**config.mk**
```make
export PLATFORM = sky130hd
export DESIGN_NAME = issue_fsm
export DESIGN_NICKNAME = d
export VERILOG_FILES = /design/src/design/accel_isa_pkg.sv /design/src/design/accel_ctrl_pkg.sv /design/src/design/issue_fsm.sv
export SDC_FILE = /design/constraint.sdc
export NUM_CORES = 1
export LEC_CHECK = 0
export ABC_AREA = 1
export ABC_CLOCK_PERIOD_IN_PS = 7000
export BUFFER_PORTS_ARGS = -buffer_cell sky130_fd_sc_hd__clkbuf_2
export CORE_ASPECT_RATIO = 0.7
export CORE_MARGIN = 4
export CORE_UTILIZATION = 44
export CTS_BUF_LIST = sky130_fd_sc_hd__clkbuf_4
export DETAILED_ROUTE_END_ITERATION = 12
export GPL_TIMING_DRIVEN = 0
export PLACE_DENSITY = 0.87
export SYNTH_ARGS = -nofsm -noshare
export SYNTH_HDL_FRONTEND = slang
export SYNTH_SLANG_ARGS = --single-unit
```
**constraint.sdc**
```tcl
create_clock -name clk -period 7 [get_ports clk]
set_input_delay 1.4 -clock clk [delete_from_list [all_inputs] [get_ports clk]]
set_output_delay 1.4 -clock clk [all_outputs]
set_load 0.01 [all_outputs]
```
**src/design/accel_isa_pkg.sv**
```systemverilog
`default_nettype none

package accel_isa_pkg;

    // instruction word and field widths
    parameter int INST_W        = 32;
    parameter int LDST_RF_W     = 9;
    parameter int SDRAM_FIELD_W = 13;
    parameter int EU_UNIT_W     = 5;
    parameter int FETCH_FIELD_W = 24;

    // top two bits of every instruction
    typedef enum logic [1:0] {
        OP_LOAD       = 2'b00,
        OP_STORE      = 2'b01,
        OP_MOVE       = 2'b10,
        OP_FETCH_EXEC = 2'b11
    } op_t;

    // function bit of the fetch/exec format
    typedef enum logic {
        EU_FETCH = 1'b0,
        EU_EXEC  = 1'b1
    } eu_fun_t;

endpackage

`default_nettype wire

```
**src/design/accel_ctrl_pkg.sv**
```systemverilog
`default_nettype none

package accel_ctrl_pkg;

    // width of any line count
    parameter int LINE_W = 8;

    // sequencer states
    typedef enum logic [2:0] {
        IDLE_REQ,
        WAIT_ACK,
        RELEASE,
        DISPATCH,
        RUN_LDST,
        RUN_MOVE,
        EU_REQ,
        EU_RELEASE
    } seq_state_t;

endpackage

`default_nettype wire

```
**src/design/issue_fsm.sv**
```systemverilog
`timescale 1ns/10ps
`default_nettype none

module issue_fsm (
    input wire clk,
    input wire reset,

    // instruction handshake
    output logic                              inst_req,
    input wire                                inst_ack,
    input wire [accel_isa_pkg::INST_W-1:0]    inst_data,
    output logic [accel_isa_pkg::INST_W-1:0]  inst_word,

    // decoded view of inst_word
    input wire                                load,
    input wire                                store,
    input wire                                move,
    input wire                                fetch,
    input wire                                exec,
    input wire [accel_ctrl_pkg::LINE_W-1:0]   ldst_line_num,
    input wire [accel_ctrl_pkg::LINE_W-1:0]   move_line_num,

    // engines and line counter
    input wire                                cnt_zero,
    input wire                                ldst_busy,
    input wire                                move_busy,
    output logic                              ldst_start,
    output logic                              ldst_we,
    output logic                              move_start,
    output logic                              cnt_load,
    output logic [accel_ctrl_pkg::LINE_W-1:0] cnt_init,

    // execution-unit handshake
    output logic                              eu_req,
    input wire                                eu_ack,
    output accel_isa_pkg::eu_fun_t            eu_fun,

    output logic busy
);
    import accel_isa_pkg::*;
    import accel_ctrl_pkg::*;

    seq_state_t state, state_next;

    always_ff @(posedge clk) begin
        if (reset)
            state <= IDLE_REQ;
        else
            state <= state_next;
    end

    // instruction register, held until the operation ends
    always_ff @(posedge clk) begin
        if (state == WAIT_ACK && inst_ack)
            inst_word <= inst_data;
        // function latched once for the whole eu handshake
        if (state == DISPATCH && (fetch || exec))
            eu_fun <= exec ? EU_EXEC : EU_FETCH;
    end

    always_comb begin
        state_next = state;
        case (state)
            // only raise req once the source has dropped ack
            IDLE_REQ:   if (!inst_ack) state_next = WAIT_ACK;
            WAIT_ACK:   if (inst_ack) state_next = RELEASE;
            RELEASE:    if (!inst_ack) state_next = DISPATCH;
            DISPATCH: begin
                if (load || store)
                    state_next = RUN_LDST;
                else if (move)
                    state_next = RUN_MOVE;
                else if (!eu_ack)
                    state_next = EU_REQ;
            end
            // engines stop on their own once the count runs out
            RUN_LDST:   if (cnt_zero && !ldst_busy) state_next = IDLE_REQ;
            RUN_MOVE:   if (cnt_zero && !move_busy) state_next = IDLE_REQ;
            EU_REQ:     if (eu_ack) state_next = EU_RELEASE;
            EU_RELEASE: if (!eu_ack) state_next = IDLE_REQ;
            default:    state_next = IDLE_REQ;
        endcase
    end

    assign inst_req = (state == WAIT_ACK);
    assign eu_req   = (state == EU_REQ);
    assign busy     = (state != IDLE_REQ) && (state != WAIT_ACK);

    // start pulses last the single dispatch cycle
    assign ldst_start = (state == DISPATCH) && (load || store);
    assign move_start = (state == DISPATCH) && move;
    assign ldst_we    = store;
    assign cnt_load   = ldst_start || move_start;
    assign cnt_init   = move ? move_line_num : ldst_line_num;

endmodule

`default_nettype wire

```
* After elaboration in Yosys (flattened, before gate mapping)
Index checks and enable logic that the tools add are counted.
** Operators by class
- Equal/unequal tests :: 16
- Mux-type cells :: 13
- Reductions and logical operators :: 15
** Operator list (count)
- 3-bit two-way mux :: 10
- 3-bit one-hot mux with 8 select lines :: 1
- 3-bit equality test (second input constant) :: 4
- 2-bit inequality test (second input constant) :: 5
- 8-bit two-way mux :: 1
- 8-bit AND reduction :: 1
- 1-bit logical AND :: 7
- 3-bit by 2-bit equality test with 1-bit output (second input constant) :: 2
- 2-bit by 1-bit inequality test with 1-bit output (second input constant) :: 2
- 4-bit inequality test (second input constant) :: 1
- 3-bit by 1-bit equality test with 1-bit output (second input constant) :: 1
- 3-bit logical NOT :: 1
- 1-bit logical OR :: 3
- 3-bit by 1-bit inequality test with 1-bit output (second input constant) :: 1
- 3-bit nonzero test :: 1
- 1-bit logical NOT :: 2
- 1-bit two-way mux :: 1
** Word-level totals
- Register bits after elaboration :: 36
- Input port bits :: 60
- Output and inout port bits :: 48
- Logic and storage cells :: 47

* Logic depth before layout (Yosys ltp)
Gate-level depths: netlist of run 1.
- Depth in word-level cells :: 4
- Mapped depth :: 11
- Gate-level depth less buffers :: 10

* Least setup slack after synthesis of run 1
Ideal clock, no wire load.
- Path type :: input-to-output
- From :: input move
- To :: output cnt_load
- Arrival :: 2.032 ns
- Data required time :: 5.600 ns
- Path slack :: 3.568 ns
- Stages :: 6
- Path buffers :: 2
- Cell sequence :: buf_2 inv_1 buf_6 nor2_4 nor2_1 inv_1
** Between the ends
- Longest elaborated chain between the ends :: 2
** Ends and longest elaborated chain
- start: declaration :: line issue_fsm.sv:17 : input wire move,
- 1-bit logical AND :: line issue_fsm.sv:91 : assign move_start = (state == DISPATCH) && move;
- via move_start :: line issue_fsm.sv:29 : output logic move_start,
- 1-bit logical OR :: line issue_fsm.sv:93 : assign cnt_load = ldst_start || move_start;
- end: declaration :: line issue_fsm.sv:30 : output logic cnt_load,
The timed path passes the listed nets, and every way through them passes these cells.

* Worst setup path in the final report of run 1
- From :: input move
- To :: output cnt_load
** Between the ends
- Longest elaborated chain between the ends :: 2
** Ends and longest elaborated chain (line)
- 1-bit logical AND :: issue_fsm.sv:91
- 1-bit logical OR :: issue_fsm.sv:93
No other way between the ends.

==> flow_summary.ini, run 1 <==
[die]
initial_core_util = 0.4611
num_io_pins = 108
core_area_um2 = 3169
rows = 17
die-area_um2 = 4322
die_w_um = 76.88
die_y_um = 56.22

[detailed_routing]
vias = 1266
routed_wl_um = 3377
route.detailed.drc = 0
vias_per_cell = 4.538
drt_iter0_drc = 44
firstDrtPassIters = 4
avgRoutedWirePerCell_um = 12.10
ant_nets = 0

[timing]
layout_setup_ws_ps = 3481
hold_violations = 0
slew_headroom = 0.4461
setup_tns_ps = 0
skew_ps = 9.624
maxSlewViolCount = 0
finalCriticalPeriod_ps = 3519
finalSetupViolations = 0
worstMarginPinSlew_ps = 829.9
period_share = 0.5027
timing.fmax_mhz = 284.2
rsz0062_at_grt = false

[layout]
final_common_cell = clkbuf_2
postLayoutCoreUtil = 0.6632
drive_gt1_frac = 0.5270
syn2layout_area_growth_pct = 43.84
layout.nets = 301
final_cell_mix = 106 x clkbuf_2, 41 x nand2_1, 33 x edfxtp_1
n_antenna_cell = 0

[place]
numPortBuffers = 106
hpwl_um = 2831
pre_cts_slack_ps = 3477
finalWeightedCongestion = 0.8979

[synth]
synth_cell_types = 19
syn-mean-instance-area_um2 = 11.51
syn_inst = 127
syn_nets = 187
ys_seq_area_frac = 0.7192
yosysWarnings = 0
syn-cell-area_um2 = 1461
synth-seq-cells = 36

[power_and_ir_drop]
vdd_drop_max_uv = 172.2
cellPowerDensity_nw_per_um2 = 277.8
p_leak_nw = 1.065

[run]
drv_cap = 0

[critical_path]
required_ps = 5600
worstSetupStartpointType = input port
critical_path.max_fanout = 10
cp-end-kind = primary output
critPathKind = in2out
arrival_ps = 2120

[clocking]
cts_tree = built
clkTransAtPathRegs_ps = 90
clock_latency_ps = 320
cts-resized-gates = 0
cts_buffer_depth = 2
cts_setup_buffers = 0
cts_root_buffer = clkbuf_4
cts_buffers = 5
clock-sinks = 36
cts-htree-levels = 2
cts.hold.buffers_added = 0

[global_route]
grt_use_total = 0.1562
gr-total-overflow = 0
grt_pass1_vias = 1174
grt_max_degree = 18
grt_pass1_wl_um = 5168
antenna_found_initial = 0

[hold_path]
hp-class = reg2reg

[run_status]
status = finished, final reports clean
-- state kept, by name (all words and copies together), names as in the netlist --
| signal | flops |
|---|---|
| inst_word | 32 |
| state | 3 |
| eu_fun | 1 |
-- critical path, cell delays in order --
cell and delay (ps):
buf_2 160, inv_1 80, buf_6 150, nor2_4 120, nor2_1 50, inv_1 50
clkbuf_2 120
-- Yosys cell counts --
cell	instances	share of area
nor2_1	16	0.041
nand2_2	1	0.0043
nand2_4	1	0.0077
nand3b_1	1	0.0051
a21oi_1	1	0.0034
nor2_4	2	0.015
inv_1	10	0.026
o21ai_0	1	0.0034
buf_4	1	0.0051
edfxtp_1	33	0.68
nor3_1	1	0.0034
buf_6	2	0.015
nand4_1	1	0.0043
nor2_2	3	0.013
buf_2	1	0.0034
inv_2	3	0.0077
dfxtp_1	3	0.041
nand3_1	5	0.017
nand2_1	41	0.11
-- through the flow --
stage | area, µm² | instances | hold WS, ps | power [mW]
finish | 2102 | 279 | 654.5 | 0.5840
global route | 2102 | 279 | 695.5 | 0.6232
CTS | 2102 | 279 | 659.3 | 0.5903
detailed placement | 2057 | 272 | 644.4 | 0.4952
global placement | 2039 | 271 | 634.5 | 0.4866
floorplan | 1461 | 127 | 607.1 | 0.4194
-- report_power, final --
group / internal [mW] / leakage, nW / switching, mW
Combinational: 0.0792 / 0.714 / 0.117
Sequential: 0.275 / 0.326 / 0.0175
Clock: 0.0350 / 0.0261 / 0.0601
-- final cells by class --
cell class	instances	area, µm²
plain buffers	4	35.03
multi-input cells	74	329.1
repair buffers	107	545.5
well taps	38	47.55
clock buffers	5	37.54
flip-flops and latches	36	1051
clock inverters	2	7.507
fillers	253	1067
inverters	13	48.80
-- cell families (layout without fill, tap and decap cells) --
| family | after synthesis | in the layout | synth area share |
|---|---|---|---|
| AND/OR/NAND/NOR | 72 | 72 | 0.2166 |
| flip-flops | 36 | 36 | 0.7192 |
| buffers and inverters | 17 | 131 | 0.05736 |
| AO/OA/AOI/OAI | 2 | 2 | 0.006843 |
-- routing by layer --
metal,vias up,global-route usage,wire (µm)
met2,38,0.2593,1790
met4,0,0.08786,50
met5,-,0,0
li1,643,-,-
met3,4,0.04207,191
met1,581,0.1837,1344
-- final timing paths --
kind / startpoint / to / slack [ps] / cells after the start
min reg2reg: state[1] / state[1] / 650 / 5
max: move / cnt_load / 3480 / 7
min: state[1] / state[1] / 650 / 5
max reg2reg: state[0] / inst_word[18] / 5020 / 5
No activity file was read; power rests on OpenSTA's default activity.
==> run 2: changes to the inputs <==
ABC_CLOCK_PERIOD_IN_PS = 3200   (was 7000)
CORE_UTILIZATION = 37   (was 44)
PLACE_DENSITY = 0.78   (was 0.87)
clock period = 3.2 ns   (was 7 ns; I/O delays follow)
==> run 2 against run 1 <==
Critical path depth did not move. Worst setup slack got worse by 2400 ps. Non-clock buffer count fell by 1. Sequential share of layout area fell by 0.38 points. First-iteration DRC count rose by 6.8%. Total power rose by 120%. Critical path type is now reg2out. Largest cell class unchanged. Highest routed layer unchanged.
==> flow_summary.ini, run 2 (synthesized netlist as in run 1, its figures left out) <==
[critical_path]
slowest_stage = dfxtp_1
critical-path-top-delay-family = flip-flops
worstSetupStartpointType = register
rrSetupSlack_ps = 1340
crit_chain = nand2_2 > nor2_4 > inv_2 > nor2_1 > nor2_1 > inv_1 > clkbuf_2
cp-end-kind = primary output
critPathMaxStageDelay_ps = 500
crit_buf_inv = 3
critPathKind = reg2out
rr_startpoint = state[0]
critical_path.max_fanout = 7
required_ps = 2560
arrival_ps = 1470
startpoint = state[0]
crit_top_cell = nor2_1

[place]
place_area_um2 = 2062
finalWeightedCongestion = 0.8062
hpwl_um = 2916
numPortBuffers = 106

[run]
drv_cap = 0

[power_and_ir_drop]
p_seq_frac = 0.496
combPwrFrac = 0.327
clkPwrFrac = 0.178
cellPowerDensity_nw_per_um2 = 611.7
p_leak_nw = 1.062
vdd_drop_max_uv = 304.9
switching_share = 0.3363
p_sw_mw = 0.4357
p_int_mw = 0.8601

[timing]
skew_ps = 7.898
setup_tns_ps = 0
slew_headroom = 0.4510
period_share = 0.6594
timing.fmax_mhz = 473.9
hold-worst-slack_ps = 478.3
hold_violations = 0
rsz0062_at_grt = false
maxSlewViolCount = 0
worstMarginPinSlew_ps = 821.5
finalCriticalPeriod_ps = 2110
finalSetupViolations = 0

[die]
die_y_um = 60.58
num_io_pins = 108
die_w_um = 83.12
rows = 18
core_area_um2 = 3649
initial_core_util = 0.4005
die-area_um2 = 5035

[run_status]
status = finished, final reports clean

[clocking]
cts_tree = built
cts_setup_buffers = 0
cts.hold.buffers_added = 0
clock-sinks = 36
clock_latency_ps = 330
cts_buffers = 5
cts_buffer_depth = 2
cts_root_buffer = clkbuf_4
cts-resized-gates = 0
cts-htree-levels = 2
clkTransAtPathRegs_ps = 100

[layout]
postLayoutCoreUtil = 0.5806
largest_reg_flops = 32
layout.nets = 300
reg_top3 = inst_word: 32 flops, state: 3 flops, eu_fun: 1 flops
syn2layout_area_growth_pct = 44.95
largest-register = inst_word
stdcell_area_um2 = 2118
n_antenna_cell = 0
final_cell_mix = 106 x clkbuf_2, 41 x nand2_1, 33 x edfxtp_1
drive_gt1_frac = 0.5311
final_common_cell = clkbuf_2

[global_route]
grt_pass1_wl_um = 5368
grt_pass1_vias = 1178
antenna_found_initial = 0
grt_max_degree = 33
gr-total-overflow = 0
grt_use_total = 0.1423

[hold_path]
holdCritStartpoint = inst_data[29]
hp-class = in2reg

[detailed_routing]
vias_per_cell = 4.323
route.detailed.drc = 0
vias = 1258
firstDrtPassIters = 5
routed_wl_um = 3467
drt_iter0_drc = 47
ant_nets = 0
avgRoutedWirePerCell_um = 11.91
[run 2: changes by cell type in the layout (fill, tap and decap cells not counted)]
cell,previous run,this run
buf_8,1,0
clkinvlp_4,0,1
clkbuf_4,5,6
nor2_2,4,3
clkinv_1,2,1
nor2_4,2,3
[run 2: routing by layer]
| layer | global-route usage | wire [µm] | share of wire |
|---|---|---|---|
| met5 | 0 | 0 | 0 |
| met3 | 0.06784 | 416 | 0.12 |
| met4 | 0.04895 | 48 | 0.014 |
| met1 | 0.1608 | 1369 | 0.39 |
| met2 | 0.2443 | 1632 | 0.47 |
[run 2: cell type report]
cell class	count	area (µm²)
Clock inverter	2	11.26
Multi-Input combinational cell	74	334.1
Fill cell	350	1530
Tap cell	50	62.56
Sequential cell	36	1051
Clock buffer	6	45.04
Inverter	13	48.80
Timing Repair Buffer	106	530.5
Buffer	4	35.03
[run 2: worst paths after layout]
check / to / cells after the start
hold / removal: inst_word[29] / 1
setup / recovery: cnt_load / 7
setup reg to reg: inst_word[21] / 4
hold reg to reg: state[1] / 5
[run 2: power groups by stage]
stage / Sequential, mW / Clock [mW] / Combinational, mW
floorplan: 0.675 / 0 / 0.242
global placement: 0.653 / 0 / 0.418
detailed placement: 0.653 / 0 / 0.426
CTS: 0.642 / 0.242 / 0.428
global route: 0.652 / 0.270 / 0.471
finish: 0.642 / 0.230 / 0.423
[run 2: per-stage QoR]
step           worst slack [ps]  cells  power [mW]
6_report                   1090    291       1.296
3_5_place_dp               1179    283       1.079
5_1_grt                   949.1    291       1.392
3_3_place_gp              134.8    283       1.071
4_1_cts                    1076    291       1.313
2_1_floorplan             739.5    127      0.9174
