<file path="config.mk">
export PLATFORM = sky130hd
export DESIGN_NAME = ldst_engine
export DESIGN_NICKNAME = d
export VERILOG_FILES = /design/src/design/ldst_engine.sv
export SDC_FILE = /design/constraint.sdc
export NUM_CORES = 1
export LEC_CHECK = 0
export BUFFER_PORTS_ARGS = -buffer_cell sky130_fd_sc_hd__buf_2
export CORE_MARGIN = 2
export CORE_UTILIZATION = 30
export CTS_CLUSTER_DIAMETER = 200
export CTS_CLUSTER_SIZE = 16
export DETAILED_ROUTE_END_ITERATION = 7
export PLACE_DENSITY = 0.59
export SLEW_MARGIN = 20
export SYNTH_ARGS = -nofsm -noshare
export SYNTH_HDL_FRONTEND = slang
export SYNTH_SLANG_ARGS = --single-unit
</file>
<file path="constraint.sdc">
create_clock -name clk -period 3.2 [get_ports clk]
set_clock_uncertainty 0.05 [all_clocks]
set_input_delay 0 -clock clk [delete_from_list [all_inputs] [get_ports clk]]
set_output_delay 0 -clock clk [all_outputs]
set_load 0.1 [all_outputs]
</file>
<file path="src/design/ldst_engine.sv">
`timescale 1ns/10ps
`default_nettype none

module ldst_engine #(
    parameter int RF_ADDR_W = 10
) (
    input wire clk,
    input wire reset,

    // command from the sequencer
    input wire                  start,
    input wire                  we,
    input wire [31:0]           sdram_addr,
    input wire [RF_ADDR_W-1:0]  rf_addr,
    input wire                  cnt_zero,
    output logic                busy,
    output logic                line_step,

    // memory handshake
    output logic                mem_req,
    output logic                mem_we,
    output logic [31:0]         mem_addr,
    output logic [31:0]         mem_wdata,
    input wire                  mem_ack,
    input wire [31:0]           mem_rdata,

    // register-file port
    output logic [RF_ADDR_W-1:0] rf_addr_out,
    output logic                 rf_we,
    output logic [31:0]          rf_wdata,
    input wire [31:0]            rf_rdata
);

    logic ack_wait;
    logic issue_line;

    // next line goes out only with ack low and lines left
    assign issue_line = busy && !mem_req && !ack_wait && !cnt_zero && !mem_ack;

    always_ff @(posedge clk) begin
        if (reset) begin
            busy     <= 1'b0;
            mem_req  <= 1'b0;
            mem_we   <= 1'b0;
            ack_wait <= 1'b0;
        end else if (start) begin
            busy   <= 1'b1;
            mem_we <= we;
        end else if (busy) begin
            if (mem_req) begin
                // drop req once the memory answers
                if (mem_ack) begin
                    mem_req  <= 1'b0;
                    ack_wait <= 1'b1;
                end
            end else if (ack_wait) begin
                if (!mem_ack)
                    ack_wait <= 1'b0;
            end else if (cnt_zero) begin
                busy <= 1'b0;
            end else if (issue_line) begin
                mem_req <= 1'b1;
            end
        end
    end

    // address pointers and store data
    always_ff @(posedge clk) begin
        if (start) begin
            mem_addr    <= sdram_addr;
            rf_addr_out <= rf_addr;
        end else if (line_step) begin
            // 16 bytes per line in sdram
            mem_addr    <= mem_addr + 32'd16;
            rf_addr_out <= rf_addr_out + 1'b1;
        end
        // held for the whole request
        if (issue_line)
            mem_wdata <= rf_rdata;
    end

    // line done when ack falls
    assign line_step = ack_wait && !mem_ack;

    // read data lands in the rf on the ack cycle
    assign rf_we    = mem_req && mem_ack && !mem_we;
    assign rf_wdata = mem_rdata;

endmodule

`default_nettype wire

</file>
Yosys cells after proc, flatten, opt, wreduce, memory -nomap -nowiden:

Index checks and enable logic that the tools add are counted.

* add/subtract/negate cells: 2
* equal/unequal tests: 1
* multiplexer cells: 18
* bitwise logic cells: 1
* reduce and logical (&&, ||, !) cells: 15

Operator list (count)
* 32-bit 2-to-1 mux: 2
* 32-bit by 5-bit adder with 32-bit output (second input constant): 1
* 10-bit 2-to-1 mux: 2
* 1-bit 2-to-1 mux: 14
* 10-bit by 1-bit adder with 10-bit output (second input constant): 1
* 1-bit logical AND: 7
* 1-bit zero test: 5
* 3-bit AND reduction: 1
* 2-bit by 1-bit != test with 1-bit output (second input constant): 1
* 2-bit AND reduction: 1
* 2-bit nonzero test: 1
* 1-bit NOT: 1

* register bits after elaboration: 78
* input bits: 112
* output and inout bits: 111
* logic and storage cells: 44

Depth between registers and ports, before layout:

Gate-level depths: netlist of the first run.

* depth after elaboration: 9
* mapped depth: 6
* mapped depth without buffers: 5

Worst setup path before layout of the first run:

No wires, ideal clock.

* kind: flip-flop to flip-flop
* start: reg ack_wait
* end: reg mem_addr[10] (enable)
* library setup time: 0.378 ns
* data arrival time: 2.488 ns
* required time: 2.772 ns
* setup slack: 0.284 ns
* stages on the path, launching flop included: 3
* buffers on the path: 0
* path through: dfxtp_1 > nor2b_1 > or2_2

* longest elaborated chain between the ends: 2

RTL lines
* from (decl): line 34 `logic ack_wait;`
* from (signal assigned): line 45 `ack_wait <= 1'b0;`
* from (signal assigned): line 54 `ack_wait <= 1'b1;`
* from (signal assigned): line 58 `ack_wait <= 1'b0;`
* 1-bit logical AND: line 83 `assign line_step = ack_wait && !mem_ack;`
* named net line_step: line 17 `output logic line_step,`
* 2-bit nonzero test (no source line)
* to (signal assigned): line 70 `mem_addr <= sdram_addr;`
* to (signal assigned): line 74 `mem_addr <= mem_addr + 32'd16;`
* to (decl): line 22 `output logic [31:0] mem_addr,`

The timed path passes the listed nets, and every way through them passes these cells.
A chain may end at the register's enable or synchronous reset.

Final worst setup path of the first run:

* start: reg mem_addr[4]
* end: reg mem_addr[30] (data pin)

* longest elaborated chain between the ends: 3

RTL lines
* 32-bit by 5-bit adder with 32-bit output: line 74
* 32-bit 2-to-1 mux: line 72 `end else if (line_step) begin`
* 32-bit 2-to-1 mux: line 69 `if (start) begin`

Every way passes these cells. The select of a mux whose other input is x is not followed.

==> results.py, run 1 <==
metrics = {
    "power_and_ir_drop": {
        "p_clk_share_pct": 32.4,
        "p_sw_mw": 1.16,
        "switching_share_pct": 37.6,
        "total_power_mw": 3.09,
        "p_comb_share_pct": 27.6,
        "ir_drop_v": 0.000216,
        "seqPwrFrac_pct": 40.0,
        "intPower_mw": 1.93,
        "p_per_area_mw_per_mm2": 524,
        "cellLeakagePower_nw": 2.34,
    },
    "status": {
        "status": "complete, no violations",
    },
    "worst_setup_path": {
        "r2r_setup_slack_ns": 1.15,
        "cp-end-kind": "register",
        "crit_type": "register to register",
        "critPathLaunchType": "register",
        "reg2reg_from": "mem_addr[4]",
        "arrival_ns": 2.18,
        "r2r_end": "mem_addr[30]",
        "worstPathRequired_ns": 3.33,
        "path_max_fanout": 8,
        "r2r_cells": 5,
    },
    "global_route": {
        "grt_pass1_vias": 3117,
        "grt_first_pass_wirelength_um": 15000,
        "gr-usage-all-layers_pct": 14.6,
        "grt_max_degree": 62,
        "overflow": 0,
        "antenna_found_initial": 0,
    },
    "route": {
        "wl_per_cell_um": 14.0,
        "finalWirelength_um": 10200,
        "drc": 0,
        "drt_first_pass_iters": 4,
        "drt_iter0_markers": 268,
        "vias": 3400,
        "via_per_inst": 4.64,
        "antenna_left": 0,
    },
    "cells_and_area": {
        "final_util_pct": 47.3,
        "final_common_cell": "buf_2",
        "num-nets-final": 670,
        "final_cell_mix": "buf_2 (158), dlygate4sd3_1 (111), edfxtp_1 (74)",
        "fin_cells": 733,
        "area_growth_pct": 55.5,
        "drive_above_1_share_pct": 32.8,
        "final_area_mm2": 0.00590,
        "antenna_cells": 0,
        "fill_cells": 1151,
    },
    "sta": {
        "timing.final.ws_setup_ns": 1.15,
        "report.final.slew_viol_count": 0,
        "hold_ws_ns": 0.268,
        "rsz0062_at_grt": "no",
        "fin_tns_setup_ns": 0,
        "relSlewSlack_pct": 32.1,
        "finalCriticalPeriod_ns": 2.05,
        "fin_crit_sh_pct": 64.0,
        "finalHoldViolCount": 0,
        "final-setup-viol-count": 0,
        "max_freq_mhz": 488,
        "worst_pin_slew_ns": 1.02,
    },
    "floorplanning": {
        "io_pins": 223,
        "initial_core_util_pct": 30.4,
        "die_h_um": 116,
        "num_rows": 41,
        "dieWidth_um": 116,
        "fp.coreArea_mm2": 0.0125,
        "die-area_mm2": 0.0136,
    },
    "logic_synthesis": {
        "syn_avg_cell_area_um2": 11.9,
        "synth_seq_cells": 78,
        "synthSimpleGateAreaFrac_pct": 16.5,
        "synth_seq_area_share_pct": 60.7,
        "synth_top_area_share_pct": 58.6,
        "synth_top_family_by_area": "simple AND/OR/NAND/NOR gates",
        "synth_cell_type_count": 35,
        "synth_fa_ha_area_share_pct": 0.660,
        "synth_mux_area_share_pct": 0.858,
        "synth-xor-area-share_pct": 4.39,
        "synth_area_mm2": 0.00379,
        "syn_inst": 320,
        "yosys.area.top_type": "edfxtp_1",
        "synth_area_leaders": "edfxtp_1 (59%), buf_4 (6.7%), o21ai_0 (3.6%), nand2_1 (3.5%), xor2_1 (3.0%)",
        "synth_compound_area_share_pct": 8.31,
        "yosysWarnings": 0,
        "synth_nets": 434,
    },
    "cts": {
        "clk_pin_slew_ns": 0.07,
        "clock_sinks": 78,
        "cts_tree": "done",
        "cts-buffers-inserted": 9,
        "ctsRootBufferMaster": "clkbuf_16",
        "h-tree-depth": 3,
        "post_cts_resized": 0,
        "clk-insertion-delay-late_ns": 0.35,
        "clockBufferDepth": 2,
    },
    "hold_path": {
        "hold_depth": 2,
        "hold_end": "mem_addr[2]",
        "worstHoldPathType": "primary input to register",
        "hold_start": "start",
    },
    "placement": {
        "dp_cells": 606,
        "place_area_mm2": 0.00450,
        "dp_hpwl_um": 6520,
        "place_ws_ns": 1.16,
        "port_buffers": 158,
        "gp_routability_congestion": 0.773,
    },
    "run": {
        "maxCapViolCount": 0,
    },
}
-- worst max-delay path, cell delays in order (launching register included) --
cell      delay, ns
edfxtp_1       0.41
ha_1           0.22
and3_1         0.35
nand3_4        0.15
or4_1          0.52
a31oi_1        0.18
-- sequential cells by signal (all words and copies together) (netlist names) --
name	count
rf_addr_out	10
mem_wdata	32
ack_wait	1
busy	1
mem_addr	32
mem_we	1
mem_req	1
-- worst max-delay path by stage --
| stage | startpoint | to | slack, ns | cells past startpoint |
|---|---|---|---|---|
| finish | mem_addr[4] | mem_addr[30] | 1.15 | 5 |
| CTS | mem_addr[4] | mem_addr[30] | 1.16 | 5 |
| floorplan | ack_wait | mem_addr[10] | 0.28 | 2 |
| global placement | mem_addr[4] | mem_addr[26] | 1.24 | 5 |
| global route | mem_addr[4] | mem_addr[22] | 1.00 | 5 |
| detailed placement | mem_addr[4] | mem_addr[30] | 1.16 | 5 |
-- synth_stat cells --
cell type	n
inv_1	2
xor2_1	13
nor2_1	18
nor3_1	1
mux2_2	2
buf_4	34
and4_4	2
buf_6	2
and4_1	4
nand2_1	35
ha_1	2
o21ai_0	27
nor2b_1	2
buf_2	1
clkbuf_1	9
and3_1	5
nand3_1	16
nand3_4	2
dfxtp_1	4
or3_1	5
nand4_1	8
a211oi_1	1
and2_1	5
clkinv_1	1
edfxtp_1	74
or2_2	1
a21o_1	1
xnor2_1	6
o211ai_1	3
mux2i_1	1
a31oi_1	12
o31ai_1	7
or4_1	10
nand3_2	1
a21oi_1	3
-- metal layers --
layer	wire (µm)	GRT usage, %	share of wire (%)	vias up
li1	-	-	-	1632
met1	4220	17.5	41	1607
met2	5190	24.4	51	147
met3	644	3.63	6.3	14
met4	184	7.14	1.8	0
met5	0	0	0	-
-- cells by family after synthesis --
| family | after synthesis |
|---|---|
| AOI/OAI and AO/OA | 54 |
| xor gates and xnor gates | 19 |
| muxes | 3 |
| buffers and inverters | 49 |
| DFF | 78 |
| and+or+nand+nor | 115 |
| adders and majority gates | 2 |
-- what timing repair did --
action | in CTS | in global routing
hold buffers | 111 | 0
hold endpoints to repair | 110 | 0
setup endpoints to repair | 0 | 0
setup buffers | 0 | 0
-- power groups by stage --
stage	combinational, mW	clock, mW	sequential [mW]
after floorplan	0.292	0	1.61
after global placement	0.586	0	1.26
after detailed placement	0.590	0	1.26
after CTS	0.855	1.04	1.24
after global routing	0.890	1.07	1.24
final	0.853	1.00	1.24
-- area by class of cell --
cell class	instances	area, µm²	share of cell area [%]
sequential	78	2300	39.0
timing repair buffer	271	1920	32.5
multi-input combinational	193	1160	19.7
clock buffer	9	225	3.82
tap	172	215	3.65
clock inverter	7	63.8	1.08
inverter	3	11.3	0.191
Note: power is estimated with default switching activity, not from simulation.
==> inputs of run 2 (changes only) <==
--- a/config.mk
+++ b/config.mk
@@ -11,7 +11,7 @@
 export CTS_CLUSTER_DIAMETER = 200
 export CTS_CLUSTER_SIZE = 16
 export DETAILED_ROUTE_END_ITERATION = 7
-export PLACE_DENSITY = 0.59
+export PLACE_DENSITY = 0.61
 export SLEW_MARGIN = 20
 export SYNTH_ARGS = -nofsm -noshare
 export SYNTH_HDL_FRONTEND = slang
==> constraint.sdc (replaced) <==
create_clock -name clk -period 1.8 [get_ports clk]
set_clock_uncertainty 0.05 [all_clocks]
set_input_delay 0 -clock clk [delete_from_list [all_inputs] [get_ports clk]]
set_output_delay 0 -clock clk [all_outputs]
set_load 0.1 [all_outputs]
==> run 2 against run 1 <==
Against the previous run:
- die area unchanged
- sequential share of layout area shrank 2.9 points
- total power rose by 81%
- register-to-register slack worse by 1.1 ns
- cell area is 8.1% higher
- worst setup slack got worse by 1.1 ns
- non-clock buffer count is 43 higher
- cell count up 6.0%
- maximum frequency grew 16%
- critical path depth rose by 1
- worst hold slack got worse by 0.18 ns
- combinational power increased by 95%
- critical endpoint is now mem_addr[26]
- largest cell class unchanged
- highest routed layer unchanged
==> results.py, run 2 (synthesized netlist as in run 1, its figures left out) <==
metrics = {
    "floorplanning": {
        "io_pins": 223,
        "initial_core_util_pct": 30.4,
        "dieWidth_um": 116,
        "die-area_mm2": 0.0136,
        "fp.coreArea_mm2": 0.0125,
        "die_h_um": 116,
        "num_rows": 41,
    },
    "sta": {
        "worst_pin_slew_ns": 1.00,
        "final-setup-viol-count": 0,
        "finalCriticalPeriod_ns": 1.77,
        "report.final.slew_viol_count": 0,
        "rsz0062_at_grt": "yes",
        "relSlewSlack_pct": 33.0,
        "fin_crit_sh_pct": 98.5,
        "max_freq_mhz": 564,
        "finalHoldViolCount": 0,
    },
    "cells_and_area": {
        "final_common_cell": "buf_2",
        "fin_cells": 777,
        "num-nets-final": 714,
        "regArea_mm2": 0.00230,
        "antenna_cells": 0,
        "drive_above_1_share_pct": 41.2,
        "multiInputGateArea_mm2": 0.00127,
        "final_cell_mix": "buf_2 (158), dlygate4sd3_1 (111), edfxtp_1 (74)",
        "reg_top3": "mem_addr (32), mem_wdata (32), rf_addr_out (10)",
        "fill_cells": 1116,
        "area_growth_pct": 68.0,
    },
    "worst_setup_path": {
        "r2r_setup_slack_ns": 0.03,
        "arrival_ns": 1.80,
        "cp-end-kind": "register",
        "crit_family": "compound AO/OA/AOI/OAI gates",
        "crit_type": "register to register",
        "max_stage_delay_ns": 0.36,
        "reg2reg_from": "mem_addr[5]",
        "crit_path_top_delay_cell": "edfxtp_1",
        "r2r_cells": 6,
        "r2r_end": "mem_addr[26]",
        "path_max_fanout": 5,
        "worstSetupStartpoint": "mem_addr[5]",
        "critPathLaunchType": "register",
        "worstPathRequired_ns": 1.83,
        "cp_cell_sequence": "ha_2 > and3_4 > nand3_4 > buf_4 > o31ai_2 > a31oi_4",
        "path_buf_inv": 1,
    },
    "power_and_ir_drop": {
        "p_per_area_mw_per_mm2": 879,
        "total_power_mw": 5.60,
        "ir_drop_v": 0.000506,
        "cellLeakagePower_nw": 2.57,
    },
    "hold_path": {
        "hold_depth": 3,
        "hold_end": "mem_addr[16]",
        "hold_start": "start",
        "worstHoldPathType": "primary input to register",
    },
    "placement": {
        "port_buffers": 158,
        "gp_routability_congestion": 0.791,
        "dp_hpwl_um": 6920,
        "dp_cells": 639,
    },
    "route": {
        "via_per_inst": 4.53,
        "wl_per_cell_um": 14.1,
        "vias": 3518,
        "drt_iter0_markers": 122,
        "drt_first_pass_iters": 4,
        "antenna_left": 0,
        "finalWirelength_um": 11000,
        "drc": 0,
    },
    "cts": {
        "ctsRootBufferMaster": "clkbuf_16",
        "cts-buffers-inserted": 9,
        "clk_pin_slew_ns": 0.06,
        "clockBufferDepth": 2,
        "clk-insertion-delay-late_ns": 0.34,
        "clock_sinks": 78,
        "cts_tree": "done",
        "h-tree-depth": 3,
    },
    "global_route": {
        "gr-usage-all-layers_pct": 15.0,
        "antenna_found_initial": 0,
        "grt_pass1_vias": 3300,
        "grt_first_pass_wirelength_um": 15600,
        "grt_max_degree": 42,
        "overflow": 0,
    },
    "run": {
        "maxCapViolCount": 0,
    },
    "status": {
        "status": "complete, no violations",
    },
}
==> run 2: changes by cell type in the layout (fill, tap and decap cells not counted), sizes merged <==
cell,change
buf,+43
inv,+1
nand3,+1
clkinv,-1
==> run 2: area by class of cell <==
type                       count  area share, %
timing repair buffer         314           35.8
clock inverter                 7          0.962
multi-input combinational    194           20.0
tap                          172           3.38
sequential                    78           36.2
clock buffer                   9           3.53
inverter                       3          0.177
==> run 2: what timing repair did <==
| action | CTS | global route |
|---|---|---|
| pin swaps | 0 | 8 |
| hold buffers | 111 | 0 |
| gates cloned | 0 | 1 |
| endpoints found under the setup margin | 10 | 16 |
| buffers inserted | 1 | 9 |
| gates resized for setup | 3 | 13 |
| hold endpoints to repair | 110 | 0 |
==> run 2: report_power, final <==
part           switching (mW)  internal (mW)
clock network           0.808          0.964
registers              0.0630           2.10
logic                    1.22          0.441
total                    2.09           3.51
==> run 2: worst max-delay path by stage <==
stage | to | slack [ns] | cells after the start
global placement | mem_addr[24] | -0.02 | 6
detailed placement | mem_addr[26] | -0.11 | 5
CTS | mem_addr[26] | -0.01 | 5
global route | mem_addr[25] | -0.05 | 5
finish | mem_addr[26] | 0.03 | 6
floorplan | mem_addr[26] | -0.75 | 6
==> run 2: layer usage <==
layer	GRT usage [%]	up-vias	wire length, µm
met5	0	-	0
met4	5.56	0	209
met3	4.10	19	684
met2	26.2	150	5610
met1	17.6	1621	4470
li1	-	1728	-
==> run 2: tightest hold or removal path, stage by stage <==
cell and delay [ns]:
buf_2 0.20, nand2_1 0.08, o21ai_0 0.08
==> run 2: metrics by stage <==
stage | TNS (ns) | setup slack (ns) | cell area [µm²] | hold WS, ns | util, %
floorplan | -13.46 | -0.746 | 3850 | 0.0150 | -
global placement | -0.0223 | -0.0155 | 4830 | -0.0493 | 38.8
detailed placement | -0.524 | -0.110 | 4830 | -0.0493 | 38.8
CTS | -0.0119 | -0.0119 | 6250 | 0.0815 | 50.1
global route | -0.125 | -0.0465 | 6370 | 0.154 | 51.1
finish | 0 | 0.0275 | 6370 | 0.0836 | 51.1
