### config.mk
export PLATFORM = sky130hd
export DESIGN_NAME = line_counter
export DESIGN_NICKNAME = d
export VERILOG_FILES = /design/src/design/accel_ctrl_pkg.sv /design/src/design/line_counter.sv
export SDC_FILE = /design/constraint.sdc
export NUM_CORES = 1
export LEC_CHECK = 0
export ABC_AREA = 1
export BUFFER_PORTS_ARGS = -buffer_cell sky130_fd_sc_hd__buf_2
export CORE_AREA = 2 2 53 55
export DETAILED_ROUTE_END_ITERATION = 10
export DIE_AREA = 0 0 55 57
export PLACE_DENSITY_LB_ADDON = 0.25
export RECOVER_POWER = 50
export SETUP_SLACK_MARGIN = 0.5
export SYNTH_ARGS = -nofsm -noshare
export SYNTH_HDL_FRONTEND = slang
export SYNTH_SLANG_ARGS = --single-unit
### constraint.sdc
create_clock -name clk -period 2.2 [get_ports clk]
set_input_delay 0 -clock clk [delete_from_list [all_inputs] [get_ports clk]]
set_output_delay 0 -clock clk [all_outputs]
set_load 0.005 [all_outputs]
### src/design/accel_ctrl_pkg.sv
`default_nettype none

package accel_ctrl_pkg;

    // width of any line count
    parameter int LINE_W = 8;

    // sequencer states
    typedef enum logic [2:0] {
        IDLE_REQ,
        WAIT_ACK,
        RELEASE,
        DISPATCH,
        RUN_LDST,
        RUN_MOVE,
        EU_REQ,
        EU_RELEASE
    } seq_state_t;

endpackage

`default_nettype wire

### src/design/line_counter.sv
`timescale 1ns/10ps
`default_nettype none

module line_counter (
    input wire clk,
    input wire reset,

    // count load from the sequencer
    input wire                              load,
    input wire [accel_ctrl_pkg::LINE_W-1:0] init,

    // one completed line
    input wire step,

    output logic zero
);
    import accel_ctrl_pkg::*;

    logic [LINE_W-1:0] count;

    always_ff @(posedge clk) begin
        if (reset)
            count <= '0;
        else if (load)
            count <= init;
        // never wraps below zero
        else if (step && count != '0)
            count <= count - 1'b1;
    end

    // valid right after a load, zero count included
    assign zero = (count == '0);

endmodule

`default_nettype wire

# --- Yosys cells after proc, flatten, opt, wreduce, memory -nomap -nowiden ---
# Index checks and enable logic that the tools add are counted.
totals:
  wordCells: 8
  in_bits: 12
  out_inout_bits: 1
  ramBits: 0
  rom_bits: 0
  latch_bits: 0
  memories: 0
  regBits: 8
classes:
  multipliers: 0
  n_addsub: 1
  n_bitwise: 0
  shift: 0
  reduce_logical: 4
  n_mux: 2
  n_lt_le_gt_ge: 0
  div_mod_pow: 0
  n_eq_ne: 0
ops:
  columns: ["cell", "count"]
  rows:
  - ["8-bit two-way mux", 2]
  - ["8-bit zero test", 1]
  - ["8-bit nonzero test", 1]
  - ["8-bit by 1-bit subtractor with 8-bit output (second input constant)", 1]
  - ["2-bit nonzero test", 1]
  - ["1-bit logical AND", 1]

# --- Logic depth before layout (Yosys ltp) ---
# Gate-level depths: netlist (run 1).
logic_depth:
  word_depth: 4
  mapped_depth: 10
  depth_no_buf: 10

# --- Least setup slack after synthesis (run 1) ---
# OpenSTA, ideal clock, no wires.
synth_timing:
  path_kind: "register to register"
  from: "register count[0]"
  to: "register count[1]"
  t_arrival_ns: 1.111
  required_time_ns: 2.087
  path_slack_ns: 0.976
  setup_ns: 0.113
  path_stages_with_launch: 11
  n_path_buf: 0
  period_less_slack_ns: 1.224
  path_cell_list: "dfxtp_1 -> inv_1 -> ha_1 -> nand2_1 -> inv_1 -> nand2_2 -> nand2_4 -> nand2_4 -> clkinv_2 -> nor2_1 -> nor2_1"
synth_via:
  elab_chain_len: 3
  elab_cells_between_ends: 6
  cone_classes: "add/sub (1); mux (2); reduce/logical (3)"
synth_rtl:
  columns: ["item", "line_no", "source"]
  rows:
  - ["start: declaration", "line_counter.sv:19", "logic [LINE_W-1:0] count;"]
  - ["start signal: assignment", "line_counter.sv:25", "count <= init;"]
  - ["start signal: assignment", "line_counter.sv:28", "count <= count - 1'b1;"]
  - ["8-bit by 1-bit subtractor with 8-bit output / 8-bit nonzero test (equally long branches)", "line_counter.sv:28, line_counter.sv:27", null]
  - ["8-bit two-way mux / 1-bit logical AND (equally long branches)", "line_counter.sv:27", "else if (step && count != '0)"]
  - ["8-bit two-way mux / 2-bit nonzero test (equally long branches)", null, null]
# Several ways; a longest one is shown, not always the timed one. The select of a mux whose other input is x is not followed.
# A chain may end at the register's enable or synchronous reset.

# --- Final worst setup path (run 1) ---
# Ends and elaborated chain as after synthesis.

==> results.md, run 1 <==
* Hold path startpoint: init[6]
* Fillers at 312
* Port Buf Inserts at 12
* Htree depth at 1
* Tmin final at 1.46 ns
* Number of antenna violations at the first check in global routing at 0
* Die Area at 3140 um2
* DP Worst Slack at 0.828 ns
* # IOs at 13
* Worst skew pair latency at 0.26 ns
* Residual DRC at 0
* Crit path cell chain: inv_1 -> ha_1 -> nand2_1 -> inv_1 -> nand2_1 -> nand2_1 -> nand2_4 -> clkinv_2 -> nor2_1 -> nor2_1
* Die H at 57 um
* Clock root buffer: clkbuf_4
* WHS Endpoint: count[6]
* Final wirelength at 1460 um
* Detail Route Antenna Nets at 0
* Startpoint types: register
* Synthesized flop and latch total at 8
* DR pass1 iterations at 4
* Period utilization at 0.662
* Peak VDD IR at 0.000306 V
* Initial cell density of the core at 0.230
* Worst path bufs/invs at 3
* RSZ-0062 raised after global routing: false
* Post-CTS Hold Fix Bufs at 1
* Non-Filler Instances at 150
* Seq/Total Area, Yosys at 0.267
* Crit path required time at 2.36 ns
* Setup WS post-layout at 0.743 ns
* Status: completed
* CP max FO at 7
* CP Depth at 10
* Grt total ovfl at 0
* Crit path top cell by count: nand2_1
* Slew headroom at 0.845
* First-pass GRT wire length at 2620 um
* Largest net degree at the start of global routing at 11
* Cell count after synthesis at 104
* Hold Path Cell Cnt at 5
* WL per Instance at 9.76 um
* Via count at 671
* Die width at 55 um
* Setup Crit Path Kind: register to register
* TritonCTS sink count at 8
* Post-cts resize count at 0
* Syn nets at 118
* Area growth, synth to finish at 19.4%
* Antenna Cells at 0
* Sum Neg Setup Slack at 0 ns
* Slowest CP cell: dfxtp_1
* Regs by FF count: count: 8 flops
* CTS max path bufs at 2
* Crit Reg-Reg Startpoint: count[0]
* Fin util at 0.274
* CP Capture Type: register
* Vias in the first global route at 648
* Final layout net count at 135
* Layout cell share with drive strength beyond 1 at 0.168
* Worst Hold Class: primary input to register
* PwrDens at 636 nW/um2
* TritonCTS clock tree: done
* DR vias/cell at 4.47
* R2r setup slk at 0.74 ns
* Reg2reg path depth at 10
* Capturing point of the worst reg2reg path: count[1]
* Total track usage at 0.113
* Final hold violations at 0
* Placer congestion estimate at 0.789
* CTS buffer count at 3
* Fmax at 686 MHz
* P_leak at 0.389 nW
* WP data arrival at 1.62 ns
* DR iter-0 viols at 18
* CP max stage delay at 0.32 ns
* Final Max Slew Viols at 0
* DP HPWL at 1170 um
* Row cnt at 19
* Fin Clk Skew at 0.00849 ns
* CTS clock-pin slew for the worst setup and hold paths at 0.07 ns
* # Post-CTS Setup Buffers at 0
* Final setup fails at 0
* Post-Syn Area at 601 um2
* Placed Cells at 146
* Syn Area/Cell at 5.77 um2
* CP top delay family: simple AND/OR/NAND/NOR gates
* Biggest register: count
* Yosys warns at 0
* Worst-margin pin slew at 0.232 ns
* Max FFs per register at 8
* Maximum Capacitance Violations at 0
* Post-synthesis cell type count at 18
* Core area at 2620 um2
==> report_power, final <==
part / internal (mW) / switching, mW / leakage (nW)
combinational: 0.0614 / 0.0976 / 0.308
sequential: 0.159 / 0.0156 / 0.0663
clock: 0.0630 / 0.0589 / 0.0138
total: 0.284 / 0.172 / 0.389
==> metal layers <==
layer  routed length [um]  vias up  part of all wire  track usage
met5                    0        -                 0            0
met3                   55        3             0.038       0.0236
met4                   17        0             0.012       0.0523
li1                     -      354                 -            -
met1                  732      296              0.50        0.153
met2                  659       18              0.45        0.168
==> kinds of logic after synthesis <==
group / share of synthesized area
simple gates: 0.510
buf+inv: 0.108
flops: 0.267
compound gates: 0.0583
fa+ha+maj: 0.0417
xor+xnor: 0.0146
==> placed cells by master, fill, tap and decap left out <==
cell type,count
a21oi_1,3
buf_2,11
nor2_2,1
nand4_1,2
nand2_1,34
inv_2,2
dfxtp_1,8
nor3_1,1
nand2_4,1
nor2_1,14
nand2_2,1
o21ai_0,3
clkinv_2,1
dlygate4sd3_1,1
o21ai_1,1
ha_1,2
clkbuf_1,1
nand3_1,15
clkbuf_4,3
xnor2_1,1
inv_1,13
==> worst max path at each step <==
| stage | from | end |
|---|---|---|
| global route | count[0] | count[1] |
| global placement | count[0] | count[1] |
| finish | count[0] | count[1] |
| detailed placement | count[0] | count[1] |
| CTS | count[0] | count[1] |
| floorplan | count[0] | count[1] |
==> worst register-to-register path, cell delays in order (launching register included) <==
cell and delay [ns]:
dfxtp_1 0.32, inv_1 0.11, ha_1 0.23, nand2_1 0.08
inv_1 0.04, nand2_1 0.07, nand2_1 0.13, nand2_4 0.13
clkinv_2 0.09, nor2_1 0.10, nor2_1 0.05
==> synth_stat cells, drive strengths merged <==
library cell	n	area, um2
clkbuf	1	3.75
o21ai	4	20.0
a21oi	3	15.0
xnor2	1	8.76
inv	15	56.3
nor2	15	58.8
nand4	2	12.5
nand2	36	155
ha	2	25.0
nand3	15	75.1
nor3	1	5.00
dfxtp	8	160
clkinv	1	5.00
==> per-stage QoR <==
step,power [mW],hold WS (ns),cell area [um2]
after CTS,0.463,0.0363,728
after global routing,0.492,0.0844,717
after floorplan,0.299,0.0691,601
after global placement,0.343,0.251,696
final,0.456,0.0316,717
after detailed placement,0.342,0.247,696
==> final cells by class <==
cell class / count / area, um2 / area share
repair buffers: 13 / 68.8 / 0.0960
clock buffers: 3 / 22.5 / 0.0314
flip-flops and latches: 8 / 160 / 0.223
well taps: 31 / 38.8 / 0.0541
inverters: 16 / 61.3 / 0.0855
multi-input cells: 79 / 365 / 0.510
Note: power is estimated with default switching activity, not from simulation.
==> inputs of run 2 (changes only) <==
clock period = 1.25 ns   (was 2.2 ns; I/O delays follow)
==> run 2 against run 1 <==
- first-iteration DRC count up 33%
- clock skew is 0.0030 ns lower
- clock power up 70%
- critical endpoint is now count[3]
- largest power group is now combinational cells
- highest routed layer unchanged
==> results.md, run 2 (synthesis results as in run 1) <==
* Status: completed
* CTS clock-pin slew for the worst setup and hold paths at 0.06 ns (about the same)
* DP Area at 743 um2 (+6.8%)
* Startpoint types: register
* Die H at 57 um (unchanged)
* Most common cell after layout, fill and taps aside: nand2_1
* Grt total ovfl at 0 (unchanged)
* Reg area at 170 um2 (+6.2%)
* Psw at 366 uW (+110%)
* Switching part of the total at 0.389 (+0.0119)
* Multi-input gate area at 485 um2 (+33%)
* Worst path bufs/invs at 3 (unchanged)
* Final setup fails at 0 (unchanged)
* Antenna Cells at 0 (unchanged)
* CP Capture Type: register
* Peak VDD IR at 0.000486 V (+59%)
* Tmin final at 1.23 ns (-0.229 ns)
* DR pass1 iterations at 4 (unchanged)
* PwrDens at 1050 nW/um2 (+65%)
* Regs by FF count: count: 8 flops
* Htree depth at 1 (unchanged)
* Capturing point of the worst reg2reg path: count[3]
* Crit path required time at 1.40 ns (-0.96 ns)
* WHS Endpoint: count[5]
* Slowest CP cell: dfxtp_2
* Row cnt at 19 (unchanged)
* Placer congestion estimate at 0.850 (+7.8%)
* Crit Reg-Reg Startpoint: count[0]
* Area growth, synth to finish at 49.0%
* Final Max Slew Viols at 0 (unchanged)
* CP max FO at 6 (-1)
* Biggest register: count
* TritonCTS clock tree: done
* Setup Crit Path Kind: register to register
* DP HPWL at 1230 um (+4.8%)
* Clock root buffer: clkbuf_4
* P_leak at 0.442 nW (+14%)
* Layout cell share with drive strength beyond 1 at 0.427 (+0.259)
* Via count at 675 (+0.60%)
* Die Area at 3140 um2 (unchanged)
* Largest net degree at the start of global routing at 11 (unchanged)
* Pint at 575 uW (+100%)
* Port Buf Inserts at 12 (unchanged)
* CTS max path bufs at 2 (unchanged)
* First-pass GRT wire length at 2910 um (+11%)
* CP top delay family: simple AND/OR/NAND/NOR gates
* Fillers at 289 (-7.4%)
* Reg2reg path depth at 10 (unchanged)
* DR vias/cell at 4.35 (-2.6%)
* WL per Instance at 10.8 um (+11%)
* Worst-margin pin slew at 0.256 ns (+0.0236 ns)
* Maximum Capacitance Violations at 0 (unchanged)
* Final wirelength at 1680 um (+15%)
* Hold path startpoint: init[5]
* Number of antenna violations at the first check in global routing at 0 (unchanged)
* Worst skew pair latency at 0.27 ns (about the same)
* Seq pwr share at 0.345 (-0.039)
* Fmax at 814 MHz (+19%)
* Core area at 2620 um2 (unchanged)
* Final hold violations at 0 (unchanged)
* Most frequent cells in the layout: nand2_1, nand3_1, buf_2
* Finished Cell Area at 895 um2 (+25%)
* Die width at 55 um (unchanged)
* Final Power at 941 uW (+110%)
* Slew headroom at 0.829 (-0.0154)
* Detail Route Antenna Nets at 0 (unchanged)
* Hold Path Cell Cnt at 5 (unchanged)
* Period utilization at 0.983 (+0.321)
* Final layout net count at 140 (+3.7%)
* # IOs at 13 (unchanged)
* Initial cell density of the core at 0.230 (unchanged)
* TritonCTS sink count at 8 (unchanged)
* Worst Hold Class: primary input to register
* R2r setup slk at 0.02 ns (-0.72 ns)
* Clock power share at 0.221 (-0.046)
* RSZ-0062 raised after global routing: true
* Max FFs per register at 8 (unchanged)
* Comb power frac at 0.434 (+0.085)
* Fin Clk Skew at 0.00545 ns (-0.00304 ns)
* WP data arrival at 1.37 ns (-0.25 ns)
* Crit path cell chain: inv_4 -> ha_4 -> nand2_4 -> inv_2 -> nand2_4 -> nand2_8 -> nand2_8 -> clkinv_4 -> nand2_1 -> a21oi_2
* Vias in the first global route at 649 (+0.15%)
* Total track usage at 0.130 (+0.0175)
* DR iter-0 viols at 24 (+6)
* Residual DRC at 0 (unchanged)
* CP max stage delay at 0.35 ns (+0.03 ns)
* CTS buffer count at 3 (unchanged)
run 2: area by class of cell:
class | instances | share of cell area
Sequential cell | 8 | 0.190
Multi-Input combinational cell | 79 | 0.543
Tap cell | 31 | 0.0434
Clock buffer | 3 | 0.0252
Timing Repair Buffer | 18 | 0.120
Inverter | 16 | 0.0783
run 2: stage by stage:
| step | hold WS, ns | TNS, ns | std cells | setup WS, ns | utilization |
|---|---|---|---|---|---|
| after floorplan | 0.0617 | 0 | 104 | 0.123 | - |
| after detailed placement | 0.248 | 0 | 148 | 0.0168 | 0.284 |
| final | 0.0347 | 0 | 155 | 0.0212 | 0.342 |
| after global routing | 0.0553 | -0.248 | 155 | -0.0712 | 0.342 |
| after CTS | 0.0285 | 0 | 153 | 0.0420 | 0.310 |
| after global placement | 0.249 | 0 | 148 | 0.0362 | 0.284 |
run 2: metal layers:
layer	track usage	share of wire
met3	0.0183	0.033
met5	0	0
met4	0.0732	0.027
met1	0.170	0.44
met2	0.201	0.50
run 2: worst max path at each step:
stage	start	to	slack (ns)	depth (start not counted)
final	count[0]	count[3]	0.02	10
after global routing	count[3]	count[3]	-0.07	9
after CTS	count[0]	count[1]	0.04	10
after detailed placement	count[1]	count[1]	0.02	10
after global placement	count[3]	count[1]	0.04	9
after floorplan	count[0]	count[1]	0.12	10
run 2: timing repair:
item	CTS	global route
buffers inserted	1	2
hold endpoints to repair	4	0
endpoints found under the setup margin	9	9
pin swaps	3	4
hold buffers	1	0
resized for setup	6	19
run 2: worst register-to-register path: cells and delay by family (launching register included):
| kind | cells | cell delay (ns) |
|---|---|---|
| compound gates | 1 | 0.05 |
| buf+inv | 3 | 0.17 |
| simple gates | 5 | 0.38 |
| fa+ha+maj | 1 | 0.16 |
| flops | 1 | 0.35 |
run 2: power groups by stage:
| stage | logic [mW] | clock network (mW) | registers (mW) |
|---|---|---|---|
| 4_1_cts | 0.354 | 0.214 | 0.317 |
| 6_report | 0.409 | 0.208 | 0.324 |
| 3_3_place_gp | 0.316 | 0 | 0.321 |
| 2_1_floorplan | 0.238 | 0 | 0.314 |
| 3_5_place_dp | 0.321 | 0 | 0.321 |
| 5_1_grt | 0.466 | 0.224 | 0.329 |
==> inputs of run 3 (changes only) <==
CTS_BUF_LIST = sky130_fd_sc_hd__clkbuf_16   (was not set)
==> run 3 against run 2 <==
- die area is the same
- via count grew 2.1%
- maximum frequency grew 2.3%
- clock-buffer cell count is the same
- largest cell class unchanged
- largest power group is now clock
- highest routed layer unchanged
==> results.md, run 3 (synthesis results as in run 1) <==
* Status: completed
* Slew headroom at 0.846 (+0.0163)
* DP HPWL at 1230 um (unchanged)
* Row cnt at 19 (unchanged)
* Htree depth at 1 (unchanged)
* Reg2reg path depth at 10 (unchanged)
* DP Worst Slack at 0.0168 ns (unchanged)
* Detail Route Antenna Nets at 0 (unchanged)
* Via count at 689 (+2.1%)
* PwrDens at 1360 nW/um2 (+29%)
* CP Capture Type: register
* RSZ-0062 raised after global routing: true
* Most frequent cells in the layout: nand2_1, nand3_1, buf_2
* Fin util at 0.362 (+0.0201)
* Final Max Slew Viols at 0 (unchanged)
* Worst Hold Margin at 0.0151 ns (-0.0196 ns)
* Worst-margin pin slew at 0.231 ns (-0.0244 ns)
* DR vias/cell at 4.39 (+0.77%)
* CTS buffer count at 3 (unchanged)
* Die H at 57 um (unchanged)
* Hold Path Cell Cnt at 2 (-3)
* WHS Endpoint: count[2]
* WL per Instance at 10.9 um (+1.1%)
* Tmin final at 1.20 ns (-0.0274 ns)
* WP data arrival at 1.37 ns (about the same)
* Worst Hold Class: primary input to register
* Clock root buffer: clkbuf_16
* CP max stage delay at 0.31 ns (-0.04 ns)
* Die Area at 3140 um2 (unchanged)
* Largest net degree at the start of global routing at 11 (unchanged)
* First-pass GRT wire length at 2880 um (-1.2%)
* Initial cell density of the core at 0.230 (unchanged)
* DR iter-0 viols at 10 (-58%)
* Fin Clk Skew at 0.00161 ns (-0.00384 ns)
* CP max FO at 6 (unchanged)
* CTS clock-pin slew for the worst setup and hold paths at 0.04 ns (-0.02 ns)
* Non-Filler Instances at 157 (+1.3%)
* Antenna Cells at 0 (unchanged)
* Final hold violations at 0 (unchanged)
* Peak VDD IR at 0.000844 V (+74%)
* Setup Crit Path Kind: register to register
* Core area at 2620 um2 (unchanged)
* Crit path top cell by count: nand2_4
* DR pass1 iterations at 4 (unchanged)
* Max FFs per register at 8 (unchanged)
* Maximum Capacitance Violations at 0 (unchanged)
* Area growth, synth to finish at 57.7%
* Period utilization at 0.961 (-0.0220)
* P_leak at 0.486 nW (+9.8%)
* Biggest register: count
* Final setup fails at 0 (unchanged)
* TritonCTS clock tree: done
* Number of antenna violations at the first check in global routing at 0 (unchanged)
* Final layout net count at 142 (+1.4%)
* Fmax at 832 MHz (+2.3%)
* Slowest CP cell: dfxtp_2
* Hold path startpoint: reset
* Worst path bufs/invs at 3 (unchanged)
* Placed Cells at 148 (unchanged)
* Worst skew pair latency at 0.24 ns (-0.03 ns)
* # IOs at 13 (unchanged)
* Layout cell share with drive strength beyond 1 at 0.444 (+0.0170)
* R2r setup slk at 0.05 ns (+0.03 ns)
* Most common cell after layout, fill and taps aside: nand2_1
* Final wirelength at 1720 um (+2.4%)
* Vias in the first global route at 641 (-1.2%)
* Regs by FF count: count: 8 flops
* Crit path required time at 1.42 ns (+0.02 ns)
* Placer congestion estimate at 0.850 (unchanged)
* Crit Reg-Reg Startpoint: count[1]
* CTS max path bufs at 2 (unchanged)
* Residual DRC at 0 (unchanged)
* Setup WS post-layout at 0.0487 ns (+0.0274 ns)
* Port Buf Inserts at 12 (unchanged)
* TritonCTS sink count at 8 (unchanged)
* Capturing point of the worst reg2reg path: count[2]
* Crit path cell chain: inv_2 -> ha_4 -> nand2_4 -> inv_2 -> nand2_4 -> nand2_4 -> nand2_8 -> inv_8 -> nand2_2 -> a21oi_2
* CP top delay family: simple AND/OR/NAND/NOR gates
* Post-CTS Hold Fix Bufs at 0 (-1)
* Startpoint types: register
* Grt total ovfl at 0 (unchanged)
* Die width at 55 um (unchanged)
* Total track usage at 0.128 (-0.00259)
[run 3: changes by cell type in the layout (fill, tap and decap cells not counted), moves of 2 or more]
cell / change
buf_4: +2
nand3_1: +2
nand3_2: -2
clkbuf_4: -3
clkbuf_16: +3
nand2_4: +2
[run 3: through the flow]
stage	total power, mW	area, um2	setup TNS (ns)
floorplan	0.552	633	0
global placement	0.637	743	0
detailed placement	0.642	743	0
CTS	1.23	852	0
global route	1.36	947	-0.0747
finish	1.29	947	0
[run 3: worst max-delay path by stage]
stage	from	end	slack, ns	cells past startpoint
final	count[1]	count[2]	0.05	10
after floorplan	count[0]	count[1]	0.12	10
after global routing	count[1]	count[6]	-0.03	9
after detailed placement	count[1]	count[1]	0.02	10
after global placement	count[3]	count[1]	0.04	9
after CTS	count[0]	count[1]	0.05	10
[run 3: cell type report]
cell class,instances,area [um2]
Inverter,16,70.1
Multi-Input combinational cell,79,468
Timing Repair Buffer,20,124
Sequential cell,8,171
Fill cell,271,1670
Clock buffer,3,75.1
Tap cell,31,38.8
[run 3: where the power goes]
part           switching (mW)  internal [mW]
Sequential             0.0373          0.287
Clock                   0.133          0.413
Combinational           0.231          0.184
[run 3: timing repair]
action / 4_1_cts / 5_1_grt
cloned: 0 / 0
pin swaps: 4 / 10
buffers inserted: 1 / 5
gates resized for setup: 6 / 19
endpoints found under the setup margin: 9 / 9
endpoints found under the hold margin: 0 / 0
[run 3: per-layer routing]
layer  global-route usage  routed length [um]
met2                0.196                 865
met3               0.0262                  74
met5                    0                   0
met1                0.167                 736
met4               0.0627                  41
